<file path="src/harness_defines.svh">
// --------------------------------------
// External-device harness constants
// Bus widths, address map, latencies
// --------------------------------------

`ifndef HARNESS_DEFINES_SVH
`define HARNESS_DEFINES_SVH

// Host bus widths
`define HARNESS_ADDR_W 32
`define HARNESS_DATA_W 32
`define HARNESS_BE_W 4

// Slaves behind the demux
`define HARNESS_NUM_SLAVES 3
`define HARNESS_MEM_WORDS 1024

// Address map
`define HARNESS_MEM0_BASE 32'h0000_0000
`define HARNESS_MEM1_BASE 32'h0000_1000
`define HARNESS_GPIO_BASE 32'h0000_2000
`define HARNESS_MEM_SPAN 32'h0000_1000
`define HARNESS_GPIO_SPAN 32'h0000_0010

// GPIO counter threshold out of reset
`define HARNESS_GPIO_CNT_MAX 32'd2048

// Power switch emulation
`define HARNESS_NUM_DOMAINS 3
`define HARNESS_SWITCH_ACK_STAGES 16

`endif

</file>
<file path="src/harness_pkg.sv">
// --------------------------------------
// Shared bus and power domain types
// --------------------------------------

`include "harness_defines.svh"

package harness_pkg;

  // Host bus
  typedef logic [`HARNESS_ADDR_W-1:0] addr_t;
  typedef logic [`HARNESS_DATA_W-1:0] data_t;
  typedef logic [`HARNESS_BE_W-1:0] be_t;

  // Demux port select
  typedef logic [$clog2(`HARNESS_NUM_SLAVES)-1:0] slave_idx_t;

  // Word index inside one memory
  typedef logic [$clog2(`HARNESS_MEM_WORDS)-1:0] mem_addr_t;

  // Active-low, one bit per domain
  typedef logic [`HARNESS_NUM_DOMAINS-1:0] domain_vec_t;

  // Slave ports of the demux
  localparam slave_idx_t SLV_MEM0_IDX = 2'd0;
  localparam slave_idx_t SLV_MEM1_IDX = 2'd1;
  localparam slave_idx_t SLV_GPIO_IDX = 2'd2;

endpackage

</file>
<file path="src/power_switch_emulator.sv">
// --------------------------------------
// Power switch model, acknowledges each
// switch command after a fixed delay
// --------------------------------------

`include "harness_defines.svh"

module power_switch_emulator #(
  parameter int unsigned ACK_STAGES = `HARNESS_SWITCH_ACK_STAGES
) (
  input  logic                     clk_i,
  input  logic                     arst_n_i,
  input  harness_pkg::domain_vec_t cpu_switch_n_i,
  input  harness_pkg::domain_vec_t periph_switch_n_i,
  input  harness_pkg::domain_vec_t ext_switch_n_i,
  output harness_pkg::domain_vec_t cpu_switch_ack_n_o,
  output harness_pkg::domain_vec_t periph_switch_ack_n_o,
  output harness_pkg::domain_vec_t ext_switch_ack_n_o
);

  import harness_pkg::*;

  // Groups: 0 cpu, 1 peripheral, 2 external
  domain_vec_t switch_n [3];
  domain_vec_t shift_q  [3][ACK_STAGES];

  assign switch_n[0] = cpu_switch_n_i;
  assign switch_n[1] = periph_switch_n_i;
  assign switch_n[2] = ext_switch_n_i;

  // All domains read as off until the pipe fills
  always_ff @(posedge clk_i or negedge arst_n_i) begin
    if (!arst_n_i) begin
      for (int g = 0; g < 3; g++) begin
        for (int s = 0; s < ACK_STAGES; s++) begin
          shift_q[g][s] <= '1;
        end
      end
    end else begin
      for (int g = 0; g < 3; g++) begin
        shift_q[g][0] <= switch_n[g];
        for (int s = 1; s < ACK_STAGES; s++) begin
          shift_q[g][s] <= shift_q[g][s-1];
        end
      end
    end
  end

  assign cpu_switch_ack_n_o    = shift_q[0][ACK_STAGES-1];
  assign periph_switch_ack_n_o = shift_q[1][ACK_STAGES-1];
  assign ext_switch_ack_n_o    = shift_q[2][ACK_STAGES-1];

endmodule

</file>
<file path="config.mk">
export PLATFORM = sky130hd
export DESIGN_NAME = power_switch_emulator
export DESIGN_NICKNAME = d
export VERILOG_FILES = /design/src/harness_pkg.sv /design/src/power_switch_emulator.sv
export VERILOG_INCLUDE_DIRS = /design/src
export SDC_FILE = /design/constraint.sdc
export NUM_CORES = 1
export LEC_CHECK = 0
export BUFFER_PORTS_ARGS = -buffer_cell sky130_fd_sc_hd__buf_4
export CAP_MARGIN = 5
export CORE_MARGIN = 5
export CORE_UTILIZATION = 23
export DETAILED_ROUTE_END_ITERATION = 8
export SYNTH_ARGS = -nofsm -noshare
export SYNTH_HDL_FRONTEND = slang
export SYNTH_SLANG_ARGS = --single-unit
</file>
<file path="constraint.sdc">
create_clock -name clk_i -period 0.84 [get_ports clk_i]
set_clock_uncertainty 0.05 [all_clocks]
set_input_delay 0.042 -clock clk_i [delete_from_list [all_inputs] [get_ports clk_i]]
set_output_delay 0.042 -clock clk_i [all_outputs]
set_load 0.1 [all_outputs]
</file>
Yosys cells after proc, flatten, opt, wreduce, memory -nomap -nowiden:

Index checks and enable logic that the tools add are counted.

* register bits after elaboration: 144
* input port bits: 11

Longest topological paths before layout:

* word-level depth: 0
* mapped depth: 1
* mapped depth without buffers: 0

Worst setup path after synthesis:

No wires, ideal clock.

* kind: register -> output
* from: register shift_q, in the netlist cpu_switch_ack_n_o[0]
* to: output port cpu_switch_ack_n_o[0]
* cell stages (with the launch flop): 2
* data arrival time: 0.765 ns
* slack: -0.017 ns
* data required time: 0.748 ns
* path through: dfstp_2 > buf_4

RTL lines
* start, declared: RTL line power_switch_emulator.sv:25 `domain_vec_t shift_q [3][ACK_STAGES];`
* start signal, assigned by index: RTL line power_switch_emulator.sv:41 `shift_q[g][0] <= switch_n[g];`
* start signal, assigned by index: RTL line power_switch_emulator.sv:43 `shift_q[g][s] <= shift_q[g][s-1];`
* end, declared: RTL line power_switch_emulator.sv:16 `output harness_pkg::domain_vec_t cpu_switch_ack_n_o,`

No word-level cell between the ends.

Worst setup path in the final report:

* from: register shift_q, in the netlist ext_switch_ack_n_o[2]
* to: output port ext_switch_ack_n_o[2]

RTL lines
* end, declared: RTL line power_switch_emulator.sv:18 `output harness_pkg::domain_vec_t ext_switch_ack_n_o`

No word-level cell between the ends.

==> metrics <==
FF-to-FF End shift_q[58]$_DFF_PN1_; Worst R2R Setup Slack 210 ps; WP data arrival 1120 ps; Vias/cell 2.95; PortBufs 19; Worst path depth 1; Die Width 139 µm; Reg clk slew, reported paths 50 ps; fmax 825 MHz; initial antenna violation count 0; Slew headroom 81.7%; clk buf depth 2; RSZ-0062 raised after global routing true; Tcrit/Tclk final 144%; CP startpoint kind register; IR drop worst, VDD 1450 µV; library cells used by synthesis 2; CP max FO 1; Synth area leaders dfstp_2 98%, buf_4 1.8%; CTS Buf Count 17; Mean Syn Cell Area 25.2 µm²; post-synth top area share 98.2%; final antenna-violating net count 0; Synth area leader dfstp_2; Worst path max stage delay 540 ps; gr ovfl total 0; Final Hold Vio Count 0; outcome complete, but fails checks; drc violations 0; Nets 210; Hold Crit Class in2reg; Overall Power 14700 µW; failing checks negative setup slack; die area 19400 µm²; WS Path Type reg2out; WP buf/inv 1; worst setup path end ext_switch_ack_n_o[2]; cell depth of the worst flop-to-flop path 0; Detailed Route Iter0 Violations 82; PnR worst setup slack -372 ps; Max Transition Viols Final 0; hold depth 2; CP Capture Type output pin; Mapped Cells 153; DR pass1 iterations 3; setup repair bufs after CTS 0; CP startpoint ext_switch_ack_n_o[2]$_DFF_PN1_; clk root buf clkbuf_16; number of synthesis warnings 0; Vias 1273; Rows 47; first-pass GRT wire length 6690 µm; drt wl/cell 8.64 µm; RD Place Congestion 0.565; family with the most delay on the worst path flip-flops; core area 16500 µm²; Leak 0.00201 µW; Worst R2R Start shift_q[61]$_DFF_PN1_; Detailed Route WL 3720 µm; mapped cell area 3850 µm²; H-tree levels 4; Final setup viols 9; Top Ports 20; Worst EP required 750 ps; Num Clock Sinks 144; syn_nets 164; multi-input logic area 0 µm²; FF+latch count, synth 144; Max-Cap Viols 0; Skew-Pair Late Insertion Delay 400 ps; ant diodes 0; min Tclk post-route 1210 ps; Initial Util 23.3%; P&R area growth vs syn 31.0%; Fillers 1563; number of global-route vias before repair 1425; Total GRT Usage 4.61%; final core utilization 30.5%; #MultiIn Comb 0; Power Density 2920 nW/µm²; fraction of layout cells with a size suffix above 1 92.9%; DIE HEIGHT 139 µm; crit path cell chain buf_12; pin count of the biggest net entering global routing 32; Crit-path slowest cell dfstp_2; sequential area share after synthesis 98.2%; CTS tree built; Worst Max-Slew Pin Slew 274 ps
synth_stat cells (all sizes together):
master  instances
dfstp         144
buf             9
per-stage QoR:
step | setup slack (ps) | hold WS (ps) | instance area, µm² | setup TNS, ps | instances
after global routing | -410 | 222 | 5040 | -3610 | 431
after global placement | -24.3 | 100 | 4310 | -197 | 390
after detailed placement | -27.0 | 101 | 4310 | -216 | 390
final | -372 | 235 | 5040 | -3270 | 431
after CTS | -391 | 210 | 5040 | -3480 | 431
after floorplan | 33.6 | -156 | 3880 | 0 | 153
state kept, by name, indices dropped and copies added (netlist names):
name,flops
shift_q,135
cpu_switch_ack_n_o,3
ext_switch_ack_n_o,3
periph_switch_ack_n_o,3
worst min-delay path by stage:
stage	from	endpoint
floorplan	arst_n_i	cpu_switch_ack_n_o[0]$_DFF_PN1_
global placement	ext_switch_n_i[2]	shift_q[47]$_DFF_PN1_
detailed placement	ext_switch_n_i[0]	shift_q[45]$_DFF_PN1_
CTS	cpu_switch_n_i[2]	shift_q[143]$_DFF_PN1_
global route	cpu_switch_n_i[2]	shift_q[143]$_DFF_PN1_
finish	periph_switch_n_i[2]	shift_q[95]$_DFF_PN1_
per-layer routing:
metal | vias to the layer above | share of wire [%] | track usage, %
met2 | 36 | 46 | 5.83
li1 | 558 | - | -
met4 | 0 | 2.3 | 3.40
met3 | 9 | 8.6 | 3.43
met5 | - | 0 | 0
met1 | 670 | 43 | 5.25
timing repair:
| action | CTS | global route |
|---|---|---|
| setup endpoints to repair | 9 | 9 |
| gates cloned | 0 | 0 |
| endpoints found under the hold margin | 153 | 0 |
| resized for setup | 27 | 0 |
| hold buffers | 10 | 0 |
final cells by class:
| cell class | count | area (µm²) | area share (%) |
|---|---|---|---|
| sequential | 144 | 3780 | 75.0 |
| clock inverter | 8 | 65.1 | 1.29 |
| clock buffer | 23 | 458 | 9.08 |
| tap | 220 | 275 | 5.46 |
| timing repair buffer | 36 | 462 | 9.15 |
layout by cell type, fill, tap and decap left out:
cell type      count
clkbuf_16         17
buf_12            13
clkbuf_1           5
bufinv_16          1
clkinv_2           7
dlygate4sd3_1     10
dfstp_2          144
buf_6              1
buf_4             12
clkbuf_8           1
power by group:
group	leakage (µW)	switching [µW]	total (µW)	internal (µW)
clock network	0.000264	2470	6560	4090
registers	0.00151	105	7680	7570
logic	0.000228	317	510	193
total	0.00201	2890	14700	11800
cell families (layout without fill, tap and decap cells):
kind of cell	count (synthesis)	count (layout)	synth area share [%]
DFF	144	144	98.2
buffers and inverters	9	67	1.75
Power figures use the tool's default switching activity.
