### src/harness_defines.svh
// --------------------------------------
// External-device harness constants
// Bus widths, address map, latencies
// --------------------------------------

`ifndef HARNESS_DEFINES_SVH
`define HARNESS_DEFINES_SVH

// Host bus widths
`define HARNESS_ADDR_W 32
`define HARNESS_DATA_W 32
`define HARNESS_BE_W 4

// Slaves behind the demux
`define HARNESS_NUM_SLAVES 3
`define HARNESS_MEM_WORDS 1024

// Address map
`define HARNESS_MEM0_BASE 32'h0000_0000
`define HARNESS_MEM1_BASE 32'h0000_1000
`define HARNESS_GPIO_BASE 32'h0000_2000
`define HARNESS_MEM_SPAN 32'h0000_1000
`define HARNESS_GPIO_SPAN 32'h0000_0010

// GPIO counter threshold out of reset
`define HARNESS_GPIO_CNT_MAX 32'd2048

// Power switch emulation
`define HARNESS_NUM_DOMAINS 3
`define HARNESS_SWITCH_ACK_STAGES 16

`endif

### src/harness_pkg.sv
// --------------------------------------
// Shared bus and power domain types
// --------------------------------------

`include "harness_defines.svh"

package harness_pkg;

  // Host bus
  typedef logic [`HARNESS_ADDR_W-1:0] addr_t;
  typedef logic [`HARNESS_DATA_W-1:0] data_t;
  typedef logic [`HARNESS_BE_W-1:0] be_t;

  // Demux port select
  typedef logic [$clog2(`HARNESS_NUM_SLAVES)-1:0] slave_idx_t;

  // Word index inside one memory
  typedef logic [$clog2(`HARNESS_MEM_WORDS)-1:0] mem_addr_t;

  // Active-low, one bit per domain
  typedef logic [`HARNESS_NUM_DOMAINS-1:0] domain_vec_t;

  // Slave ports of the demux
  localparam slave_idx_t SLV_MEM0_IDX = 2'd0;
  localparam slave_idx_t SLV_MEM1_IDX = 2'd1;
  localparam slave_idx_t SLV_GPIO_IDX = 2'd2;

endpackage

### src/periph_bus_demux.sv
// --------------------------------------
// Host bus demultiplexer
// Decodes the address, routes one request
// at a time and returns its response
// --------------------------------------

`include "harness_defines.svh"

module periph_bus_demux (
  input  logic                                                clk_i,
  input  logic                                                arst_n_i,
  // Host side
  input  logic                                                host_req_i,
  input  logic                                                host_we_i,
  input  harness_pkg::addr_t                                  host_addr_i,
  input  harness_pkg::data_t                                  host_wdata_i,
  input  harness_pkg::be_t                                    host_be_i,
  output logic                                                host_gnt_o,
  output logic                                                host_rvalid_o,
  output harness_pkg::data_t                                  host_rdata_o,
  // Slave side
  output logic               [`HARNESS_NUM_SLAVES-1:0]        slv_req_o,
  output logic               [`HARNESS_NUM_SLAVES-1:0]        slv_we_o,
  output harness_pkg::addr_t [`HARNESS_NUM_SLAVES-1:0]        slv_addr_o,
  output harness_pkg::data_t [`HARNESS_NUM_SLAVES-1:0]        slv_wdata_o,
  output harness_pkg::be_t   [`HARNESS_NUM_SLAVES-1:0]        slv_be_o,
  input  logic               [`HARNESS_NUM_SLAVES-1:0]        slv_gnt_i,
  input  logic               [`HARNESS_NUM_SLAVES-1:0]        slv_rvalid_i,
  input  harness_pkg::data_t [`HARNESS_NUM_SLAVES-1:0]        slv_rdata_i
);

  import harness_pkg::*;

  slave_idx_t idx_d;
  slave_idx_t idx_q;
  logic       unmapped_d;
  logic       unmapped_q;
  logic       pending_q;
  logic       accept;
  logic       slv_resp;

  function automatic logic in_region(addr_t addr, addr_t base, addr_t span);
    addr_t offs;
    offs = addr - base;
    return offs < span;
  endfunction

  // --------------------------------------
  // Address decode
  // --------------------------------------
  always_comb begin
    idx_d      = SLV_MEM0_IDX;
    unmapped_d = 1'b0;
    if (in_region(host_addr_i, `HARNESS_MEM0_BASE, `HARNESS_MEM_SPAN)) begin
      idx_d = SLV_MEM0_IDX;
    end else if (in_region(host_addr_i, `HARNESS_MEM1_BASE, `HARNESS_MEM_SPAN)) begin
      idx_d = SLV_MEM1_IDX;
    end else if (in_region(host_addr_i, `HARNESS_GPIO_BASE, `HARNESS_GPIO_SPAN)) begin
      idx_d = SLV_GPIO_IDX;
    end else begin
      unmapped_d = 1'b1;
    end
  end

  // Request only reaches the selected slave, and only when idle
  always_comb begin
    slv_req_o = '0;
    if (host_req_i && !pending_q && !unmapped_d) begin
      slv_req_o[idx_d] = 1'b1;
    end
    for (int s = 0; s < `HARNESS_NUM_SLAVES; s++) begin
      slv_we_o[s]    = host_we_i;
      slv_addr_o[s]  = host_addr_i;
      slv_wdata_o[s] = host_wdata_i;
      slv_be_o[s]    = host_be_i;
    end
  end

  // Unmapped accesses are granted right away
  assign host_gnt_o = host_req_i && !pending_q && (unmapped_d || slv_gnt_i[idx_d]);
  assign accept     = host_req_i && host_gnt_o;

  // --------------------------------------
  // Response routing
  // --------------------------------------
  assign slv_resp      = pending_q && !unmapped_q && slv_rvalid_i[idx_q];
  assign host_rvalid_o = (pending_q && unmapped_q) || slv_resp;
  assign host_rdata_o  = slv_resp ? slv_rdata_i[idx_q] : '0;

  always_ff @(posedge clk_i or negedge arst_n_i) begin
    if (!arst_n_i) begin
      pending_q  <= 1'b0;
      idx_q      <= SLV_MEM0_IDX;
      unmapped_q <= 1'b0;
    end else if (accept) begin
      pending_q  <= 1'b1;
      idx_q      <= idx_d;
      unmapped_q <= unmapped_d;
    end else if (host_rvalid_o) begin
      pending_q  <= 1'b0;
      unmapped_q <= 1'b0;
    end
  end

endmodule

### config.mk
export PLATFORM = sky130hd
export DESIGN_NAME = periph_bus_demux
export DESIGN_NICKNAME = d
export VERILOG_FILES = /design/src/harness_pkg.sv /design/src/periph_bus_demux.sv
export VERILOG_INCLUDE_DIRS = /design/src
export SDC_FILE = /design/constraint.sdc
export NUM_CORES = 1
export LEC_CHECK = 0
export BUFFER_PORTS_ARGS = -buffer_cell sky130_fd_sc_hd__clkbuf_2
export CORE_AREA = 2 2 163 165
export DETAILED_ROUTE_END_ITERATION = 12
export DIE_AREA = 0 0 165 167
export GPL_ROUTABILITY_DRIVEN = 0
export PLACE_DENSITY = 0.52
export SKIP_LAST_GASP = 1
export SYNTH_ARGS = -nofsm -noshare
export SYNTH_HDL_FRONTEND = slang
export SYNTH_SLANG_ARGS = --single-unit
### constraint.sdc
create_clock -name clk_i -period 2.68 [get_ports clk_i]
set_input_delay 0.134 -clock clk_i [delete_from_list [all_inputs] [get_ports clk_i]]
set_output_delay 0.134 -clock clk_i [all_outputs]
set_load 0.05 [all_outputs]
# Yosys cells after proc, flatten, opt, wreduce, memory -nomap -nowiden
# Cells that the tools add are included.
# classes
n_addsub,2
magnitude_cmp,6
muxes,19
n_reduce_logical,14
# op_table
op,n
$bmux W32 S2,1
$lt A32 B13 Y1 const B,2
$mux W32,2
$lt A32 B5 Y1 const B,1
$sub A32 B13 Y32 const B,1
$sub A32 B14 Y32 const B,1
$mux W1,9
$logic_and A1 B1 Y1,8
$lt A2 B3 Y1 const B,2
$mux W2,3
$bmux W1 S2,2
$logic_not A1 Y1,3
$mux W3,1
$demux W1 S2,1
$ge A2 B1 Y1 const B,1
$logic_or A1 B1 Y1,2
$reduce_bool A2 Y1,1
# totals
reg_bits,4
inputBits,174
out_inout_bits,244

# Longest topological paths before layout
# logic_depth
ltp_word,11
mapped_depth,10

# Worst setup path before layout
# No wires, ideal clock.
# synth_timing
kind,input-to-output
startpoint,in host_addr_i[13]
endpoint,out slv_req_o[1]
arrival_time_ns,3.618
required_ns,2.546
path_slack_ns,-1.072
cell_stages,8
n_path_buf,1
path_cell_list,inv_1 > ha_1 > buf_2 > or4b_4 > or3_1 > xnor2_1 > or4_1 > nor4b_1
# synth_between
elab_chain_cells,10
elab_cells_between_ends,19
classes_between,add/sub (2); order compare (5); mux (9); reduce/logical (3)
# synth_rtl
element,line,text
"start, declared",periph_bus_demux.sv:15,"input harness_pkg::addr_t host_addr_i,"
$sub A32 B14 Y32,periph_bus_demux.sv:44,offs = addr - base;
$lt A32 B5 Y1,periph_bus_demux.sv:45,return offs < span;
$mux W2,periph_bus_demux.sv:58,"end else if (in_region(host_addr_i, `HARNESS_GPIO_BASE, `HARNESS_GPIO_SPAN)) begin"
$mux W2,periph_bus_demux.sv:56,"end else if (in_region(host_addr_i, `HARNESS_MEM1_BASE, `HARNESS_MEM_SPAN)) begin"
$mux W2,periph_bus_demux.sv:54,"if (in_region(host_addr_i, `HARNESS_MEM0_BASE, `HARNESS_MEM_SPAN)) begin"
$lt A2 B3 Y1 (implied by the code) / $ge A2 B1 Y1 (equally long branches),periph_bus_demux.sv:69,slv_req_o[idx_d] = 1'b1;
$logic_and A1 B1 Y1 (implied by the code),periph_bus_demux.sv:69,
$mux W1 (implied by the code),periph_bus_demux.sv:69,
$demux W1 S2,periph_bus_demux.sv:69,
$mux W3 (*),periph_bus_demux.sv:68,if (host_req_i && !pending_q && !unmapped_d) begin
"end, declared",periph_bus_demux.sv:22,"output logic [`HARNESS_NUM_SLAVES-1:0] slv_req_o,"
# Mark *: on every way between the ends. The rest lies on a longest branch, timed or not.

# Worst setup path after layout
# layout_timing
startpoint,in host_addr_i[14]
endpoint,out host_gnt_o
# layout_between
elab_chain_cells,9
elab_cells_between_ends,15
classes_between,add/sub (2); order compare (3); mux (8); reduce/logical (2)
# layout_rtl
element,line,text
$sub A32 B14 Y32,periph_bus_demux.sv:44,
$lt A32 B5 Y1,periph_bus_demux.sv:45,
$mux W2,periph_bus_demux.sv:58,
$mux W2,periph_bus_demux.sv:56,
$mux W2,periph_bus_demux.sv:54,
$bmux W1 S2,periph_bus_demux.sv:80,assign host_gnt_o = host_req_i && !pending_q && (unmapped_d || slv_gnt_i[idx_d]);
$mux W1 (implied by the code),periph_bus_demux.sv:80,
$logic_or A1 B1 Y1 (*),periph_bus_demux.sv:80,
$logic_and A1 B1 Y1 (*),periph_bus_demux.sv:80,
"end, declared",periph_bus_demux.sv:18,"output logic host_gnt_o,"
# Mark *: on every way between the ends. The rest lies on a longest branch, timed or not. The select of a mux whose other input is x is not followed.

==> out/qor.csv <==
stage;metric;value;unit
synth;synth_edf_count;0;
synth;synth_nets;658;
power_and_ir_drop;ir_drop;147.9;uV
synth;yosysTopAreaCell;buf_4;
clock_network;path_clk_slew;0.03;ns
floorplanning;start_util;12.87;%
global_route;gr-total-overflow;0;
floorplanning;die_y;167;um
detailed_routing;drc;0;
detailed_routing;drt_iter0_markers;94;
sta;max-slew-margin-rel;66.87;%
setup_path;crit_path_start_kind;input port;
floorplanning;pin_count;418;
global_route;grt_pass1_vias;2986;
synth;ys_ff_latch;4;
synth;synth_top_area_share;46.85;%
final_layout;seqCellArea;101.3;sq um
detailed_routing;dr.pass1.iters;4;
synth;async_flop_share;100.0;%
outcome;status;finished, violations left;
synth;syn_area;3317;sq um
final_layout;drive_above_1_share;57.93;%
floorplanning;rows;59;
global_route;grt_max_degree;33;
setup_path;r2r_cells;6;
flow_run;max_cap_violations;0;
clock_network;root_buffer;clkbuf_16;
sta;fmax;0.3722;GHz
sta;fin_skew;0.002274;ns
synth;synth_seq_area_share;3.018;%
sta;period_needed;2.686;ns
synth;ys_top_cells_by_area;buf_4 (47%), mux2i_1 (10%), nor2_1 (8.6%);
place;post-place-ws;-0.2302;ns
synth;ys.flop_type;dfrtp_1;
power_and_ir_drop;finalPower;1.168;mW
floorplanning;die-area;27560;sq um
global_route;grt_pass1_wl;17020;um
min_path;hold_path_class;input port to flop;
synth;syn_avg_cell_area;6.882;sq um
place;portBuffers;253;
clock_network;htreeDepth;1;
place;hpwl;10820;um
clock_network;cts_max_path_buffers;2;
min_path;hold_depth;2;
final_layout;final_cell_mix;clkbuf_2 (231), nor2_1 (76), buf_4 (47);
final_layout;layout.nets;738;
setup_path;regToRegSetupSlack;0.86;ns
sta;timing.final.crit_share;100.2;%
power_and_ir_drop;p_leak;1.995;nW
detailed_routing;routedWlPerCell;13.81;um
synth;netlist_instances;482;
outcome;violations;setup timing;
synth;synthDistinctLibCells;52;
final_layout;final_common_cell;clkbuf_2;
power_and_ir_drop;powerDensity;273.5;nW/um^2
global_route;grt_use_total;8.231;%
clock_network;clock-sinks;4;
setup_path;crit_path_end_kind;primary output;
final_layout;multi_input_area;1637;sq um
final_layout;area_growth;28.74;%
clock_network;tritoncts.num_buffers;3;
setup_path;required;2.55;ns
final_layout;post-route-util;16.58;%
sta;hold_viol_final;0;
sta;worst_pin_slew;0.4952;ns
detailed_routing;wl;12400;um
setup_path;cp.arrival;2.55;ns
detailed_routing;viasPerCell;3.657;
global_route;antenna_found_initial;2;
sta;fin_ws;-0.006497;ns
detailed_routing;vias;3284;
sta;setup_violations;2;
detailed_routing;drtAntennaViolNets;0;
sta;final_max_slew_viol_count;0;
floorplanning;core_area;25760;sq um
clock_network;clkLatencyLatePin;0.23;ns
setup_path;cp_max_fo;4;
sta;fin_tns_setup;-0.007583;ns
setup_path;path_class;input port to primary output;
sta;rsz0062_at_grt;true;
floorplanning;die_x;165;um
final_layout;fill_cells;2943;
synth;yosysWarnings;0;
clock_network;cts_tree;built;
-- synthesized netlist by cell type (3+ instances only) --
master,count
a21oi_1,33
buf_2,3
buf_4,207
clkbuf_1,17
dfrtp_1,4
inv_1,5
mux2i_1,33
nand2_1,7
nand2b_1,5
nand3_1,4
nand4_1,6
nand4b_1,4
nor2_1,76
nor2b_1,3
nor3_1,5
nor4_1,7
nor4b_1,5
o21a_1,3
o21ai_0,6
or4_1,4
xnor2_1,5
xor2_1,3
-- layer usage --
| metal | vias to the layer above | global-route usage (%) | part of all wire, % | wire length [um] |
|---|---|---|---|---|
| met5 | - | 1.273 | 0.37 | 46 |
| met1 | 1463 | 9.489 | 41 | 5064 |
| met2 | 214 | 13.28 | 45 | 5600 |
| li1 | 1581 | - | - | - |
| met4 | 2 | 2.495 | 1.4 | 173 |
| met3 | 24 | 3.935 | 12 | 1512 |
-- final timing paths --
path                                        start                    end
setup / recovery                  host_addr_i[14]             host_gnt_o
hold / removal                       slv_gnt_i[2]   idx_q[1]$_DFFE_PN0P_
setup reg to reg            pending_q$_DFFE_PN0P_   idx_q[1]$_DFFE_PN0P_
hold reg to reg            unmapped_q$_DFFE_PN0P_  pending_q$_DFFE_PN0P_
max in group asynchronous                arst_n_i   idx_q[1]$_DFFE_PN0P_
min in group asynchronous                arst_n_i   idx_q[0]$_DFFE_PN0P_
-- flip-flops by register name, summed over array words and instances, names as in the netlist --
register / cells
unmapped_q: 1
pending_q: 1
idx_q: 2
-- stage by stage --
stage / cell area [sq um] / hold WS (ns) / std cells
6_report: 4270 / 0.1634 / 898
5_1_grt: 4265 / 0.1890 / 896
4_1_cts: 4239 / 0.1661 / 895
3_5_place_dp: 4048 / -0.04919 / 884
3_3_place_gp: 4048 / -0.05088 / 884
2_1_floorplan: 3381 / -0.1616 / 482
-- logic make-up (layout without fill, tap and decap cells) --
kind of cell | after synthesis | after routing | share of synthesized area (%)
simple gates | 141 | 141 | 22.52
fa+ha+maj | 2 | 2 | 0.7543
compound gates | 60 | 60 | 11.17
xor+xnor | 8 | 8 | 2.112
flops | 4 | 4 | 3.018
other cells | 0 | 2 | 0
mux | 34 | 34 | 10.30
buf+inv | 233 | 312 | 50.13
-- report_power, final --
| part | internal [mW] | leakage (nW) | switching [mW] | total [mW] |
|---|---|---|---|---|
| Clock | 0.197 | 0.0382 | 0.0439 | 0.241 |
| Combinational | 0.286 | 1.91 | 0.570 | 0.856 |
| Sequential | 0.0657 | 0.0507 | 0.00601 | 0.0717 |
-- what timing repair did --
item                                   CTS  global route
setup endpoints to repair                3             5
endpoints found under the hold margin    4             0
hold buffers                             1             0
pin swaps                                6             1
gates resized for setup                  9             5
setup buffers                            6             1
-- critical path, stage by stage --
cell and delay, ns:
clkbuf_16 0.13, inv_12 0.05, ha_4 0.11, or4b_4 0.47
buf_6 0.15, nor4b_4 0.21, xnor2_1 0.17, nand4_1 0.16
nor4_4 0.36, mux2_4 0.36, clkinvlp_4 0.11, buf_12 0.14
-- cell type report --
type	count	share of cell area [%]
diodes	2	0.1172
inverters	5	0.9376
repair buffers	303	46.59
multi-input cells	245	38.32
well taps	335	9.815
clock buffers	4	1.846
flip-flops and latches	4	2.373
Note: power is estimated with default switching activity, not from simulation.
