**config.mk**
```make
export PLATFORM = sky130hd
export DESIGN_NAME = gpio_counter
export DESIGN_NICKNAME = d
export VERILOG_FILES = /design/src/harness_pkg.sv /design/src/gpio_counter.sv
export VERILOG_INCLUDE_DIRS = /design/src
export SDC_FILE = /design/constraint.sdc
export NUM_CORES = 1
export LEC_CHECK = 0
export BUFFER_PORTS_ARGS = -buffer_cell sky130_fd_sc_hd__buf_2
export CAP_MARGIN = 20
export CORE_MARGIN = 5
export CORE_UTILIZATION = 50
export DETAILED_ROUTE_END_ITERATION = 10
export HOLD_SLACK_MARGIN = 0.05
export PLACE_DENSITY = 0.73
export SETUP_SLACK_MARGIN = 0.05
export SLEW_MARGIN = 0
export SYNTH_ARGS = -nofsm -noshare
export SYNTH_HDL_FRONTEND = slang
export SYNTH_SLANG_ARGS = --single-unit
export TNS_END_PERCENT = 5
```
**constraint.sdc**
```tcl
create_clock -name clk_i -period 4 [get_ports clk_i]
set_input_delay 0.8 -clock clk_i [delete_from_list [all_inputs] [get_ports clk_i]]
set_output_delay 0.8 -clock clk_i [all_outputs]
set_load 0.1 [all_outputs]
```
**src/harness_defines.svh**
```systemverilog
// --------------------------------------
// External-device harness constants
// Bus widths, address map, latencies
// --------------------------------------

`ifndef HARNESS_DEFINES_SVH
`define HARNESS_DEFINES_SVH

// Host bus widths
`define HARNESS_ADDR_W 32
`define HARNESS_DATA_W 32
`define HARNESS_BE_W 4

// Slaves behind the demux
`define HARNESS_NUM_SLAVES 3
`define HARNESS_MEM_WORDS 1024

// Address map
`define HARNESS_MEM0_BASE 32'h0000_0000
`define HARNESS_MEM1_BASE 32'h0000_1000
`define HARNESS_GPIO_BASE 32'h0000_2000
`define HARNESS_MEM_SPAN 32'h0000_1000
`define HARNESS_GPIO_SPAN 32'h0000_0010

// GPIO counter threshold out of reset
`define HARNESS_GPIO_CNT_MAX 32'd2048

// Power switch emulation
`define HARNESS_NUM_DOMAINS 3
`define HARNESS_SWITCH_ACK_STAGES 16

`endif

```
**src/harness_pkg.sv**
```systemverilog
// --------------------------------------
// Shared bus and power domain types
// --------------------------------------

`include "harness_defines.svh"

package harness_pkg;

  // Host bus
  typedef logic [`HARNESS_ADDR_W-1:0] addr_t;
  typedef logic [`HARNESS_DATA_W-1:0] data_t;
  typedef logic [`HARNESS_BE_W-1:0] be_t;

  // Demux port select
  typedef logic [$clog2(`HARNESS_NUM_SLAVES)-1:0] slave_idx_t;

  // Word index inside one memory
  typedef logic [$clog2(`HARNESS_MEM_WORDS)-1:0] mem_addr_t;

  // Active-low, one bit per domain
  typedef logic [`HARNESS_NUM_DOMAINS-1:0] domain_vec_t;

  // Slave ports of the demux
  localparam slave_idx_t SLV_MEM0_IDX = 2'd0;
  localparam slave_idx_t SLV_MEM1_IDX = 2'd1;
  localparam slave_idx_t SLV_GPIO_IDX = 2'd2;

endpackage

```
**src/gpio_counter.sv**
```systemverilog
// --------------------------------------
// GPIO rising edge counter with a
// threshold register and interrupt pulse
// --------------------------------------

`include "harness_defines.svh"

module gpio_counter (
  input  logic               clk_i,
  input  logic               arst_n_i,
  input  logic               gpio_i,
  input  logic               req_i,
  input  logic               we_i,
  input  harness_pkg::addr_t addr_i,
  input  harness_pkg::data_t wdata_i,
  output logic               gnt_o,
  output logic               rvalid_o,
  output harness_pkg::data_t rdata_o,
  output logic               intr_o
);

  import harness_pkg::*;

  data_t thr_q;
  data_t cnt_q;
  data_t cnt_nxt;
  data_t rdata_q;
  logic  gpio_q;
  logic  rise;
  logic  hit;
  logic  rvalid_q;
  logic  intr_q;

  assign rise    = gpio_i && !gpio_q;
  assign cnt_nxt = cnt_q + 32'd1;
  assign hit     = rise && (cnt_nxt >= thr_q);

  // Registers answer in one cycle
  assign gnt_o = req_i;

  always_ff @(posedge clk_i or negedge arst_n_i) begin
    if (!arst_n_i) begin
      gpio_q   <= 1'b0;
      cnt_q    <= '0;
      thr_q    <= `HARNESS_GPIO_CNT_MAX;
      intr_q   <= 1'b0;
      rvalid_q <= 1'b0;
    end else begin
      gpio_q   <= gpio_i;
      intr_q   <= hit;
      rvalid_q <= req_i;
      if (hit) begin
        cnt_q <= '0;
      end else if (rise) begin
        cnt_q <= cnt_nxt;
      end
      // Only the threshold is writable
      if (req_i && we_i && addr_i[3:0] == 4'h0) begin
        thr_q <= wdata_i;
      end
    end
  end

  always_ff @(posedge clk_i) begin
    if (req_i) begin
      case (addr_i[3:0])
        4'h0:    rdata_q <= thr_q;
        4'h4:    rdata_q <= cnt_q;
        default: rdata_q <= '0;
      endcase
    end
  end

  assign rvalid_o = rvalid_q;
  assign rdata_o  = rdata_q;
  assign intr_o   = intr_q;

endmodule

```
# After elaboration in Yosys (flattened, before gate mapping)

Cells that the tools add are included.

$add $sub $neg: 1
Magnitude comparators: 1
Eq/ne operators: 1
Multiplexer cells: 3
Reduce and logical (&&, ||, !) cells: 7

Operator list:

| cell                    | number |
|---|---|
| $mux W32                | 2 |
| $pmux W32 S2            | 1 |
| $add A32 B1 Y32 const B | 1 |
| $ge A32 B32 Y1          | 1 |
| $eq A4 B3 Y1 const B    | 1 |
| $logic_and A1 B1 Y1     | 4 |
| $logic_not A4 Y1        | 1 |
| $reduce_bool A2 Y1      | 1 |
| $logic_not A1 Y1        | 1 |

Register bits: 99
Input port bits: 69

# Longest topological paths before layout

Gate-level depths: netlist of the first run.

Depth after elaboration: 4
Mapped depth: 15

# Worst setup path before layout of the first run

Ideal clock, no wire load.

Path kind: reg-to-reg
Start point: register cnt_q[2]
End point: register cnt_q[20]
Library setup time: 120 ps
Arrival time: 3298 ps
Required time: 3880 ps
Path slack: 583 ps
Cell stages (with the launch flop): 16
Buffers on the path: 3
Cell sequence: dfrtp_1 clkbuf_2 and4_1 nor2b_1 buf_2 and3_1 and3_1 xor2_1 ha_1 nand2_1 nor4_2 or4b_4 a31oi_4 nor2_4 buf_6 a31o_1

Word-level cells in the longest chain between the ends: 4

Ends and longest elaborated chain:

| element                                        | RTL line           | RTL |
|---|---|---|
| from (decl)                                    | gpio_counter.sv:25 | `data_t cnt_q;` |
| from (signal assigned)                         | gpio_counter.sv:55 | `cnt_q <= cnt_nxt;` |
| $add A32 B1 Y32 *                              | gpio_counter.sv:35 | `assign cnt_nxt = cnt_q + 32'd1;` |
| $ge A32 B32 Y1                                 | gpio_counter.sv:36 | `assign hit = rise && (cnt_nxt >= thr_q);` |
| $logic_and A1 B1 Y1                            | gpio_counter.sv:36 |  |
| $mux W32 or $reduce_bool A2 Y1 (tied branches) | --                 |  |

Mark *: on every way between the ends. The rest lies on a longest branch, timed or not. The select of a mux whose other input is x is not followed.
A chain may end at the register's enable or synchronous reset.

# Worst setup path after layout of the first run

Start point: register cnt_q[0]
End point: register cnt_q[2]

The elaborated chain is that of the path after synthesis.

==> out/qor.yml, run 1 <==
run_status:
  status: "finished clean"
run:
  cap_violations: 0
setup_path:
  reg2regPathDepth: 13
  critPathSlowestCell: "or4b_4"
  start_kind: "flip-flop"
  endpoint_kind: "flip-flop"
  cp_common_cell: "ha_1"
  cp_cell_sequence: "ha_1 > nand3_1 > nor2_4 > nand4_1 > xnor2_1 > ha_1 > nand2_1 > nor4_2 > or4b_4 > a31oi_4 > buf_4 > o31ai_1 > a22o_1"
  slowest_delay_ps: 550
  crit_arrival_ps: 4000
  worstPathRequired_ps: 4270
  crit_fanout: 13
  path_class: "flip-flop to flip-flop"
logic_synthesis:
  syn_area_um2: 5310
  synth.avg_cell_area_um2: 10.4
  synth-seq-cells: 99
  ys.warnings.count: 0
  synth_fp_nets: 615
  synth_edf_count: 32
  synth_ff_type: "dfrtp_1"
  netlist_instances: 513
  ys_async_sr_fraction: 0.677
  yosysSeqAreaShare: 0.497
  synthDistinctLibCells: 46
sta:
  slew_violations: 0
  period_minus_slack_ps: 3730
  fin_skew_ps: 7.57
  period_share: 0.933
  worst_pin_slew_ps: 926
  setup_viol: 0
  fin_tns_setup_ps: 0
  max_freq_mhz: 268
  rsz0062_at_grt: "yes"
  worst_slack_ps: 268
  hold_viol_final: 0
  relSlewSlack: 0.383
final_layout:
  final_util: 0.591
  area_growth_pct: 14.8
  mostFrequentLayoutCells: "75 x buf_2, 73 x nand2_1, 66 x dfrtp_1"
  final_cell_area_um2: 6100
  final_common_cell: "buf_2"
  antenna_cells: 0
  final_nets: 688
  layout-drive-gt1-share: 0.218
routing:
  totalWireLength_um: 12100
  avgRoutedWirePerCell_um: 16.7
  drt-pass1-iter-count: 5
  viasPerCell: 5.63
  drtAntennaViolNets: 0
  drtIter0Drc: 250
  drc_errors: 0
  via_count: 4094
floorplanning:
  placementRows: 37
  die_y_um: 113
  die_area_um2: 12800
  initial_core_util: 0.514
  die_w_um: 113
  ios: 104
  design.core.area_um2: 10300
placed_design:
  numPortBuffers: 75
  place_congestion: 0.839
  placed_area_um2: 5860
  dpl_worst_slack_ps: 248
  hpwl_um: 8490
clock_tree:
  cts_tree: "done"
  clkSlewWorstSetupHoldPaths_ps: 100
  cts_buffers: 9
  ctsResizeCount: 0
  htree_num_levels: 3
  clockRootBuffer: "clkbuf_8"
  cts_hold_buffers: 0
  clk_latency_ps: 370
  post_cts_buffers: 0
  clock-sinks: 99
  cts_buffer_depth: 2
worst_hold_path:
  hold_path.class: "flip-flop to flip-flop"
  min_path_cells: 2
grt:
  grt_pass1_vias: 4305
  track_usage: 0.202
  grt_max_degree: 41
  antenna_found_initial: 0
  grt_pass1_wl_um: 20800
  grt_overflow: 0
power_and_ir_drop:
  max-vdd-ir-drop_uv: 213
  p_per_area_nw_per_um2: 404
  total_power_mw: 2.46
  power_leakage_nw: 2.86
-- synth_stat cells, types with 5 or more instances --
cell type,number,area share
dfrtp_1,66,0.31
a21o_1,9,0.013
a211oi_1,7,0.0099
clkbuf_1,23,0.016
nand4_1,8,0.0094
edfxtp_1,32,0.18
and3_1,12,0.014
inv_1,31,0.022
or3_1,6,0.0071
a21oi_1,12,0.011
a31o_1,8,0.013
a31o_2,7,0.012
xor2_1,10,0.016
ha_1,33,0.078
a22o_1,33,0.054
and4_1,5,0.0082
and2_1,15,0.018
nand2_1,73,0.052
o31ai_1,10,0.014
nand3_1,13,0.012
xnor2_1,20,0.033
o21ai_0,36,0.034
nor2_1,13,0.0092
-- layer usage --
layer,vias up,wire length [um],part of all wire,global-route usage
met5,-,0,0,0
met4,0,241,0.020,0.0793
met3,19,423,0.035,0.0230
met2,90,6010,0.50,0.346
met1,2006,5450,0.45,0.261
li1,1979,-,-,-
-- where the power goes --
| group | leakage, nW | internal, mW | total (mW) | switching [mW] |
|---|---|---|---|---|
| Combinational | 1.61 | 0.168 | 0.526 | 0.358 |
| Sequential | 1.14 | 1.16 | 1.24 | 0.0779 |
| Clock | 0.107 | 0.344 | 0.698 | 0.354 |
| Total | 2.86 | 1.67 | 2.46 | 0.789 |
-- flip-flops by register name, summed over array words and instances, names as in the netlist --
signal / cells
rdata_o: 32
cnt_q: 32
rvalid_o: 1
gpio_q: 1
intr_o: 1
thr_q: 32
-- critical path, delay by kind of cell, from the launching register on --
family / cells / cell delay [ps]
flip-flops: 1 / 470
XOR/XNOR: 1 / 180
adder cells (fa/ha/maj): 2 / 550
AO/OA/AOI/OAI: 3 / 520
buffers and inverters: 1 / 240
AND/OR/NAND/NOR: 6 / 1660
-- cell families after synthesis --
group           after synthesis  share of synthesized area
simple gates                161                      0.153
compound gates              128                      0.174
flops                        99                      0.497
buf+inv                      61                     0.0469
fa+ha+maj                    33                     0.0778
xor+xnor                     30                     0.0495
mux                           1                    0.00212
-- final timing paths --
path / startpoint / to / slack [ps]
worst min-delay path: thr_q[11] / thr_q[11] / 540
min in group asynchronous: arst_n_i / thr_q[8] / 550
worst min register to register: thr_q[11] / thr_q[11] / 540
max in group asynchronous: arst_n_i / thr_q[25] / 2690
worst max-delay path: cnt_q[0] / cnt_q[2] / 270
worst max register to register: cnt_q[0] / cnt_q[2] / 270
-- stage by stage --
stage	hold slack (ps)	cells
4_1_cts	542	727
3_5_place_dp	518	711
2_1_floorplan	489	513
5_1_grt	559	727
6_report	536	727
3_3_place_gp	513	711
-- final cells by class --
class,count,area [um2]
fillers,854,4230
well taps,136,170
flip-flops and latches,99,2640
inverters,31,116
repair buffers,92,503
multi-input cells,353,2450
clock inverters,5,58.8
clock buffers,11,163
Note: power is estimated with default switching activity, not from simulation.
==> inputs of run 2 (changes only) <==
--- a/config.mk
+++ b/config.mk
@@ -9,10 +9,9 @@
 export BUFFER_PORTS_ARGS = -buffer_cell sky130_fd_sc_hd__buf_2
 export CAP_MARGIN = 20
 export CORE_MARGIN = 5
-export CORE_UTILIZATION = 50
+export CORE_UTILIZATION = 35
 export DETAILED_ROUTE_END_ITERATION = 10
 export HOLD_SLACK_MARGIN = 0.05
-export PLACE_DENSITY = 0.73
 export SETUP_SLACK_MARGIN = 0.05
 export SLEW_MARGIN = 0
 export SYNTH_ARGS = -nofsm -noshare
==> run 2 against run 1 <==
Design area increased by 2.8%. Non-clock buffer count up 8. Sequential share of layout area down 1.2 points. Combinational power up 3%. Clock skew fell by 2.7 ps. Maximum frequency increased by 2.1%. Final cell count grew 8.3%. Worst setup slack better by 75 ps. Global-route usage decreased by 5.3 points. Die area rose by 39%. Critical endpoint is now cnt_q[7]. Largest cell class unchanged. Largest power group unchanged.
==> out/qor.yml, run 2 (synthesis gave the netlist of run 1 again) <==
power_and_ir_drop:
  switchingPower_uw: 808  # +2.3%
  p_seq_frac: 0.484  # -0.019
  intPower_mw: 1.75  # +4.6%
  p_sw_frac: 0.316  # -0.00480
  p_per_area_nw_per_um2: 408  # +1.0%
  p_clk_frac: 0.304  # +0.021
  power_leakage_nw: 2.92  # +2.2%
  max-vdd-ir-drop_uv: 204  # -3.8%
  pwr-share-comb: 0.213  # about the same
clock_tree:
  htree_num_levels: 3  # unchanged
  post_cts_buffers: 0  # unchanged
  cts_tree: "done"
  clockRootBuffer: "clkbuf_16"
  clock-sinks: 99  # unchanged
  clkSlewWorstSetupHoldPaths_ps: 70  # -30 ps
  cts_buffer_depth: 2  # unchanged
  cts_buffers: 9  # unchanged
  cts_hold_buffers: 0  # unchanged
  ctsResizeCount: 0  # unchanged
  clk_latency_ps: 340  # -30 ps
final_layout:
  area_growth_pct: 18.1
  final_cells: 787  # +8.3%
  layout-drive-gt1-share: 0.219  # +0.000424
  mostFrequentLayoutCells: "75 x buf_2, 73 x nand2_1, 66 x dfrtp_1"
  fillers: 1437  # +68%
  final_common_cell: "buf_2"
  final_cell_area_um2: 6270  # +2.8%
  final_nets: 696  # +1.2%
  antenna_cells: 0  # unchanged
routing:
  drt-pass1-iter-count: 4  # -1
  avgRoutedWirePerCell_um: 16.4  # -1.9%
  via_count: 4063  # -0.76%
  totalWireLength_um: 12900  # +6.2%
  drc_errors: 0  # unchanged
  drtIter0Drc: 212  # -15%
  viasPerCell: 5.16  # -8.3%
  drtAntennaViolNets: 0  # unchanged
sta:
  setup_viol: 0  # unchanged
  fin_skew_ps: 4.88  # -2.69 ps
  period_share: 0.914  # -0.0189
  rsz0062_at_grt: "no"
  worst_pin_slew_ps: 893  # -33.3 ps
  fin_tns_setup_ps: 0  # unchanged
  slew_violations: 0  # unchanged
  relSlewSlack: 0.405  # +0.0222
  hold_viol_final: 0  # unchanged
  max_freq_mhz: 274  # +2.1%
  period_minus_slack_ps: 3660  # -75.5 ps
setup_path:
  reg2reg_slack_ps: 340  # +80 ps
  reg2regPathDepth: 14  # +1
  worstPathRequired_ps: 4230  # -40 ps
  r2r_end: "cnt_q[7]"
  start_kind: "flip-flop"
  crit_arrival_ps: 3890  # -110 ps
  path_class: "flip-flop to flip-flop"
  crit_fanout: 7  # -6
  endpoint_kind: "flip-flop"
  r2r_start: "cnt_q[1]"
placed_design:
  placed_area_um2: 5980  # +2.0%
  hpwl_um: 9130  # +7.6%
  place_congestion: 0.800  # -4.6%
  dp_cells: 770  # +8.3%
  numPortBuffers: 75  # unchanged
grt:
  grt_overflow: 0  # unchanged
  antenna_found_initial: 0  # unchanged
  track_usage: 0.149  # -0.0528
  grt_pass1_wl_um: 21400  # +2.8%
  grt_max_degree: 43  # +4.9%
  grt_pass1_vias: 4366  # +1.4%
worst_hold_path:
  hold_path.class: "input port to asynchronous set/reset pin"
run:
  cap_violations: 0  # unchanged
floorplanning:
  die_y_um: 133  # +18%
  initial_core_util: 0.353  # -0.161
  die_w_um: 133  # +18%
  die_area_um2: 17700  # +39%
  ios: 104  # unchanged
  design.core.area_um2: 15000  # +46%
  placementRows: 45  # +22%
run_status:
  status: "finished clean"
run 2: cell count changes in the layout (fill, tap and decap cells not counted), sizes merged:
| cell | previous run | this run |
|---|---|---|
| buf | 92 | 100 |
| clkbuf | 11 | 9 |
| clkinv | 2 | 5 |
| bufinv | 1 | 0 |
run 2: how the worst max path moves through the flow:
| stage | startpoint | end | slack, ps | cells after the start |
|---|---|---|---|---|
| 2_1_floorplan | cnt_q[2] | cnt_q[20] | 580 | 15 |
| 3_3_place_gp | cnt_q[0] | cnt_q[7] | 360 | 14 |
| 3_5_place_dp | cnt_q[1] | cnt_q[7] | 370 | 14 |
| 4_1_cts | cnt_q[1] | cnt_q[7] | 320 | 14 |
| 5_1_grt | cnt_q[1] | cnt_q[7] | 60 | 14 |
| 6_report | cnt_q[1] | cnt_q[7] | 340 | 14 |
run 2: cell type report:
class,instances,area [um2],area share
Inverter,31,116,0.0186
Multi-Input combinational cell,353,2440,0.389
Clock buffer,9,225,0.0359
Timing Repair Buffer,100,583,0.0930
Sequential cell,99,2640,0.421
Tap cell,188,235,0.0375
Clock inverter,7,35.0,0.00559
run 2: per-stage QoR:
step           utilization  power (mW)  setup WS [ps]  hold slack [ps]
3_3_place_gp         0.398        1.77            362              514
3_5_place_dp         0.398        1.80            370              524
6_report             0.417        2.56            344              451
5_1_grt              0.417        2.71           55.0              495
2_1_floorplan            -        1.63            583              489
4_1_cts              0.415        2.58            317              533
run 2: power by group through the flow:
stage / clock network (mW) / registers [mW] / logic, mW
finish: 0.777 / 1.24 / 0.544
global route: 0.844 / 1.25 / 0.609
CTS: 0.800 / 1.24 / 0.547
detailed placement: 0 / 1.26 / 0.543
global placement: 0 / 1.25 / 0.518
floorplan: 0 / 1.36 / 0.274
run 2: critical path, cell delays in order (launching register included):
cell	delay, ps
dfrtp_1	420
ha_1	240
nand3_1	130
nor2_2	210
buf_4	170
nand4_1	200
xnor2_1	190
ha_1	280
nand2_1	100
nor4_2	350
or4b_4	520
a31oi_4	260
buf_4	200
o31ai_1	70
a32o_1	210
run 2: metal layers:
metal / up-vias / GRT usage / wire length [um]
li1: 2000 / - / -
met1: 1977 / 0.188 / 5740
met2: 69 / 0.258 / 6490
met3: 17 / 0.0261 / 456
met4: 0 / 0.0497 / 199
met5: - / 0 / 0
==> inputs of run 3 (changes only) <==
--- a/config.mk
+++ b/config.mk
@@ -8,10 +8,14 @@
 export LEC_CHECK = 0
 export BUFFER_PORTS_ARGS = -buffer_cell sky130_fd_sc_hd__buf_2
 export CAP_MARGIN = 20
+export CELL_PAD_IN_SITES_DETAIL_PLACEMENT = 1
+export CELL_PAD_IN_SITES_GLOBAL_PLACEMENT = 2
 export CORE_MARGIN = 5
 export CORE_UTILIZATION = 35
 export DETAILED_ROUTE_END_ITERATION = 10
+export GPL_ROUTABILITY_DRIVEN = 0
 export HOLD_SLACK_MARGIN = 0.05
+export PLACE_DENSITY_LB_ADDON = 0.1
 export SETUP_SLACK_MARGIN = 0.05
 export SLEW_MARGIN = 0
 export SYNTH_ARGS = -nofsm -noshare
==> run 3 against run 2 <==
Design area grew 0.74%. Sequential share of layout area shrank 0.31 points. Register-to-register slack lost 50 ps. Critical endpoint unchanged. Flip-flop and latch count is the same.
==> out/qor.yml, run 3 (synthesis gave the netlist of run 1 again) <==
run_status:
  status: "finished clean"
routing:
  drtIter0Drc: 175  # -17%
  via_count: 4097  # +0.84%
  drc_errors: 0  # unchanged
  drtAntennaViolNets: 0  # unchanged
  totalWireLength_um: 14100  # +9.8%
  avgRoutedWirePerCell_um: 18.0  # +10%
  viasPerCell: 5.21  # +0.97%
  drt-pass1-iter-count: 4  # unchanged
clock_tree:
  cts_buffer_depth: 2  # unchanged
  cts_buffers: 9  # unchanged
  clkSlewWorstSetupHoldPaths_ps: 70  # about the same
  clk_latency_ps: 350  # about the same
  htree_num_levels: 3  # unchanged
  clockRootBuffer: "clkbuf_16"
  cts_hold_buffers: 0  # unchanged
  clock-sinks: 99  # unchanged
  cts_tree: "done"
setup_path:
  slowest_delay_ps: 540  # +20 ps
  crit_fanout: 18  # +11
  reg2regPathDepth: 14  # unchanged
  path_class: "flip-flop to flip-flop"
  cp_common_cell: "ha_1"
  crit_arrival_ps: 3940  # +50 ps
  start_kind: "flip-flop"
  critPathSlowestCell: "or4b_4"
  endpoint_kind: "flip-flop"
  worstPathRequired_ps: 4240  # about the same
  cp_cell_sequence: "ha_1 > nand3_1 > nor2_2 > buf_4 > nand4_1 > xnor2_1 > ha_1 > nand2_1 > nor4_2 > or4b_4 > a31oi_4 > nor2_4 > buf_12 > a32o_1"
sta:
  relSlewSlack: 0.410  # +0.00490
  hold_viol_final: 0  # unchanged
  period_share: 0.925  # +0.0113
  setup_viol: 0  # unchanged
  fin_skew_ps: 6.40  # +1.52 ps
  slew_violations: 0  # unchanged
  period_minus_slack_ps: 3700  # +45.1 ps
  rsz0062_at_grt: "yes"
  fin_tns_setup_ps: 0  # unchanged
  worst_slack_ps: 299  # -45.1 ps
  max_freq_mhz: 270  # -1.2%
  hold_slack_ps: 556  # +106 ps
  worst_pin_slew_ps: 885  # -7.35 ps
power_and_ir_drop:
  p_per_area_nw_per_um2: 422  # +3.5%
  power_leakage_nw: 2.95  # +0.80%
  switchingPower_uw: 820  # +1.5%
  total_power_mw: 2.67  # +4.3%
  pwr-share-comb: 0.199  # -0.014
  intPower_mw: 1.85  # +5.5%
  p_clk_frac: 0.337  # +0.033
  p_sw_frac: 0.307  # -0.00833
  max-vdd-ir-drop_uv: 196  # -4.0%
  p_seq_frac: 0.464  # -0.020
placed_design:
  placed_area_um2: 5990  # about the same
  numPortBuffers: 75  # unchanged
  hpwl_um: 9990  # +9.4%
  dpl_worst_slack_ps: 269  # -101 ps
  dp_cells: 769  # -0.13%
worst_hold_path:
  hold_path.class: "input port to asynchronous set/reset pin"
final_layout:
  area_growth_pct: 18.9
  final_cells: 786  # -0.13%
  layout-drive-gt1-share: 0.224  # +0.00538
  fillers: 1725  # +20%
  final_nets: 695  # -0.14%
  multi_input_area_um2: 2440  # +0.21%
  final_cell_area_um2: 6320  # +0.74%
  mostFrequentLayoutCells: "75 x buf_2, 73 x nand2_1, 66 x dfrtp_1"
  seq_area_um2: 2640  # unchanged
  final_common_cell: "buf_2"
  antenna_cells: 0  # unchanged
  final_util: 0.420  # +0.00308
run:
  cap_violations: 0  # unchanged
floorplanning:
  placementRows: 45  # unchanged
  die_y_um: 133  # unchanged
  die_w_um: 133  # unchanged
  ios: 104  # unchanged
  design.core.area_um2: 15000  # unchanged
  initial_core_util: 0.353  # unchanged
  die_area_um2: 17700  # unchanged
grt:
  grt_pass1_wl_um: 23500  # +9.7%
  track_usage: 0.166  # +0.0175
  grt_max_degree: 41  # -4.7%
  grt_pass1_vias: 4549  # +4.2%
  antenna_found_initial: 0  # unchanged
  grt_overflow: 0  # unchanged
==> run 3: final timing paths <==
| check | slack [ps] | endpoint | startpoint |
|---|---|---|---|
| worst max register to register | 300 | cnt_q[7] | cnt_q[0] |
| worst min-delay path | 560 | gpio_q | arst_n_i |
| worst min register to register | 560 | thr_q[0] | thr_q[0] |
| min in group clk_i | 560 | thr_q[0] | thr_q[0] |
| max in group asynchronous | 2760 | thr_q[27] | arst_n_i |
| worst max-delay path | 300 | cnt_q[7] | cnt_q[0] |
==> run 3: final cells by class <==
| cell class | count | area share |
|---|---|---|
| sequential | 99 | 0.418 |
| multi-input combinational | 353 | 0.386 |
| timing repair buffer | 99 | 0.0919 |
| clock buffer | 11 | 0.0400 |
| tap | 188 | 0.0372 |
| inverter | 31 | 0.0184 |
| clock inverter | 5 | 0.00812 |
==> run 3: power groups by stage <==
stage          Sequential [mW]  Clock, mW  Combinational [mW]
6_report                  1.24      0.899               0.530
5_1_grt                   1.25      0.985               0.599
4_1_cts                   1.24      0.933               0.541
3_5_place_dp              1.26          0               0.538
3_3_place_gp              1.25          0               0.520
2_1_floorplan             1.36          0               0.274
==> run 3: per-layer routing <==
metal  wire length (um)  track usage  vias to the layer above
li1                   -            -                     2005
met1               6660        0.217                     2012
met2               6730        0.278                       66
met3                529       0.0321                       14
met4                230       0.0571                        0
met5                  0            0                        -
==> run 3: timing repair <==
action | 4_1_cts | 5_1_grt
setup endpoints to repair | 0 | 21
setup buffers | 0 | 1
resized for setup | 0 | 1
==> run 3: worst max-delay path: cells and delay by family, from the launching register on <==
family                     cells  cell delay, ps
and+or+nand+nor                7            1530
adders and majority gates      2             560
AOI/OAI and AO/OA              2             520
DFF                            1             460
buffers and inverters          2             320
xor gates and xnor gates       1             170
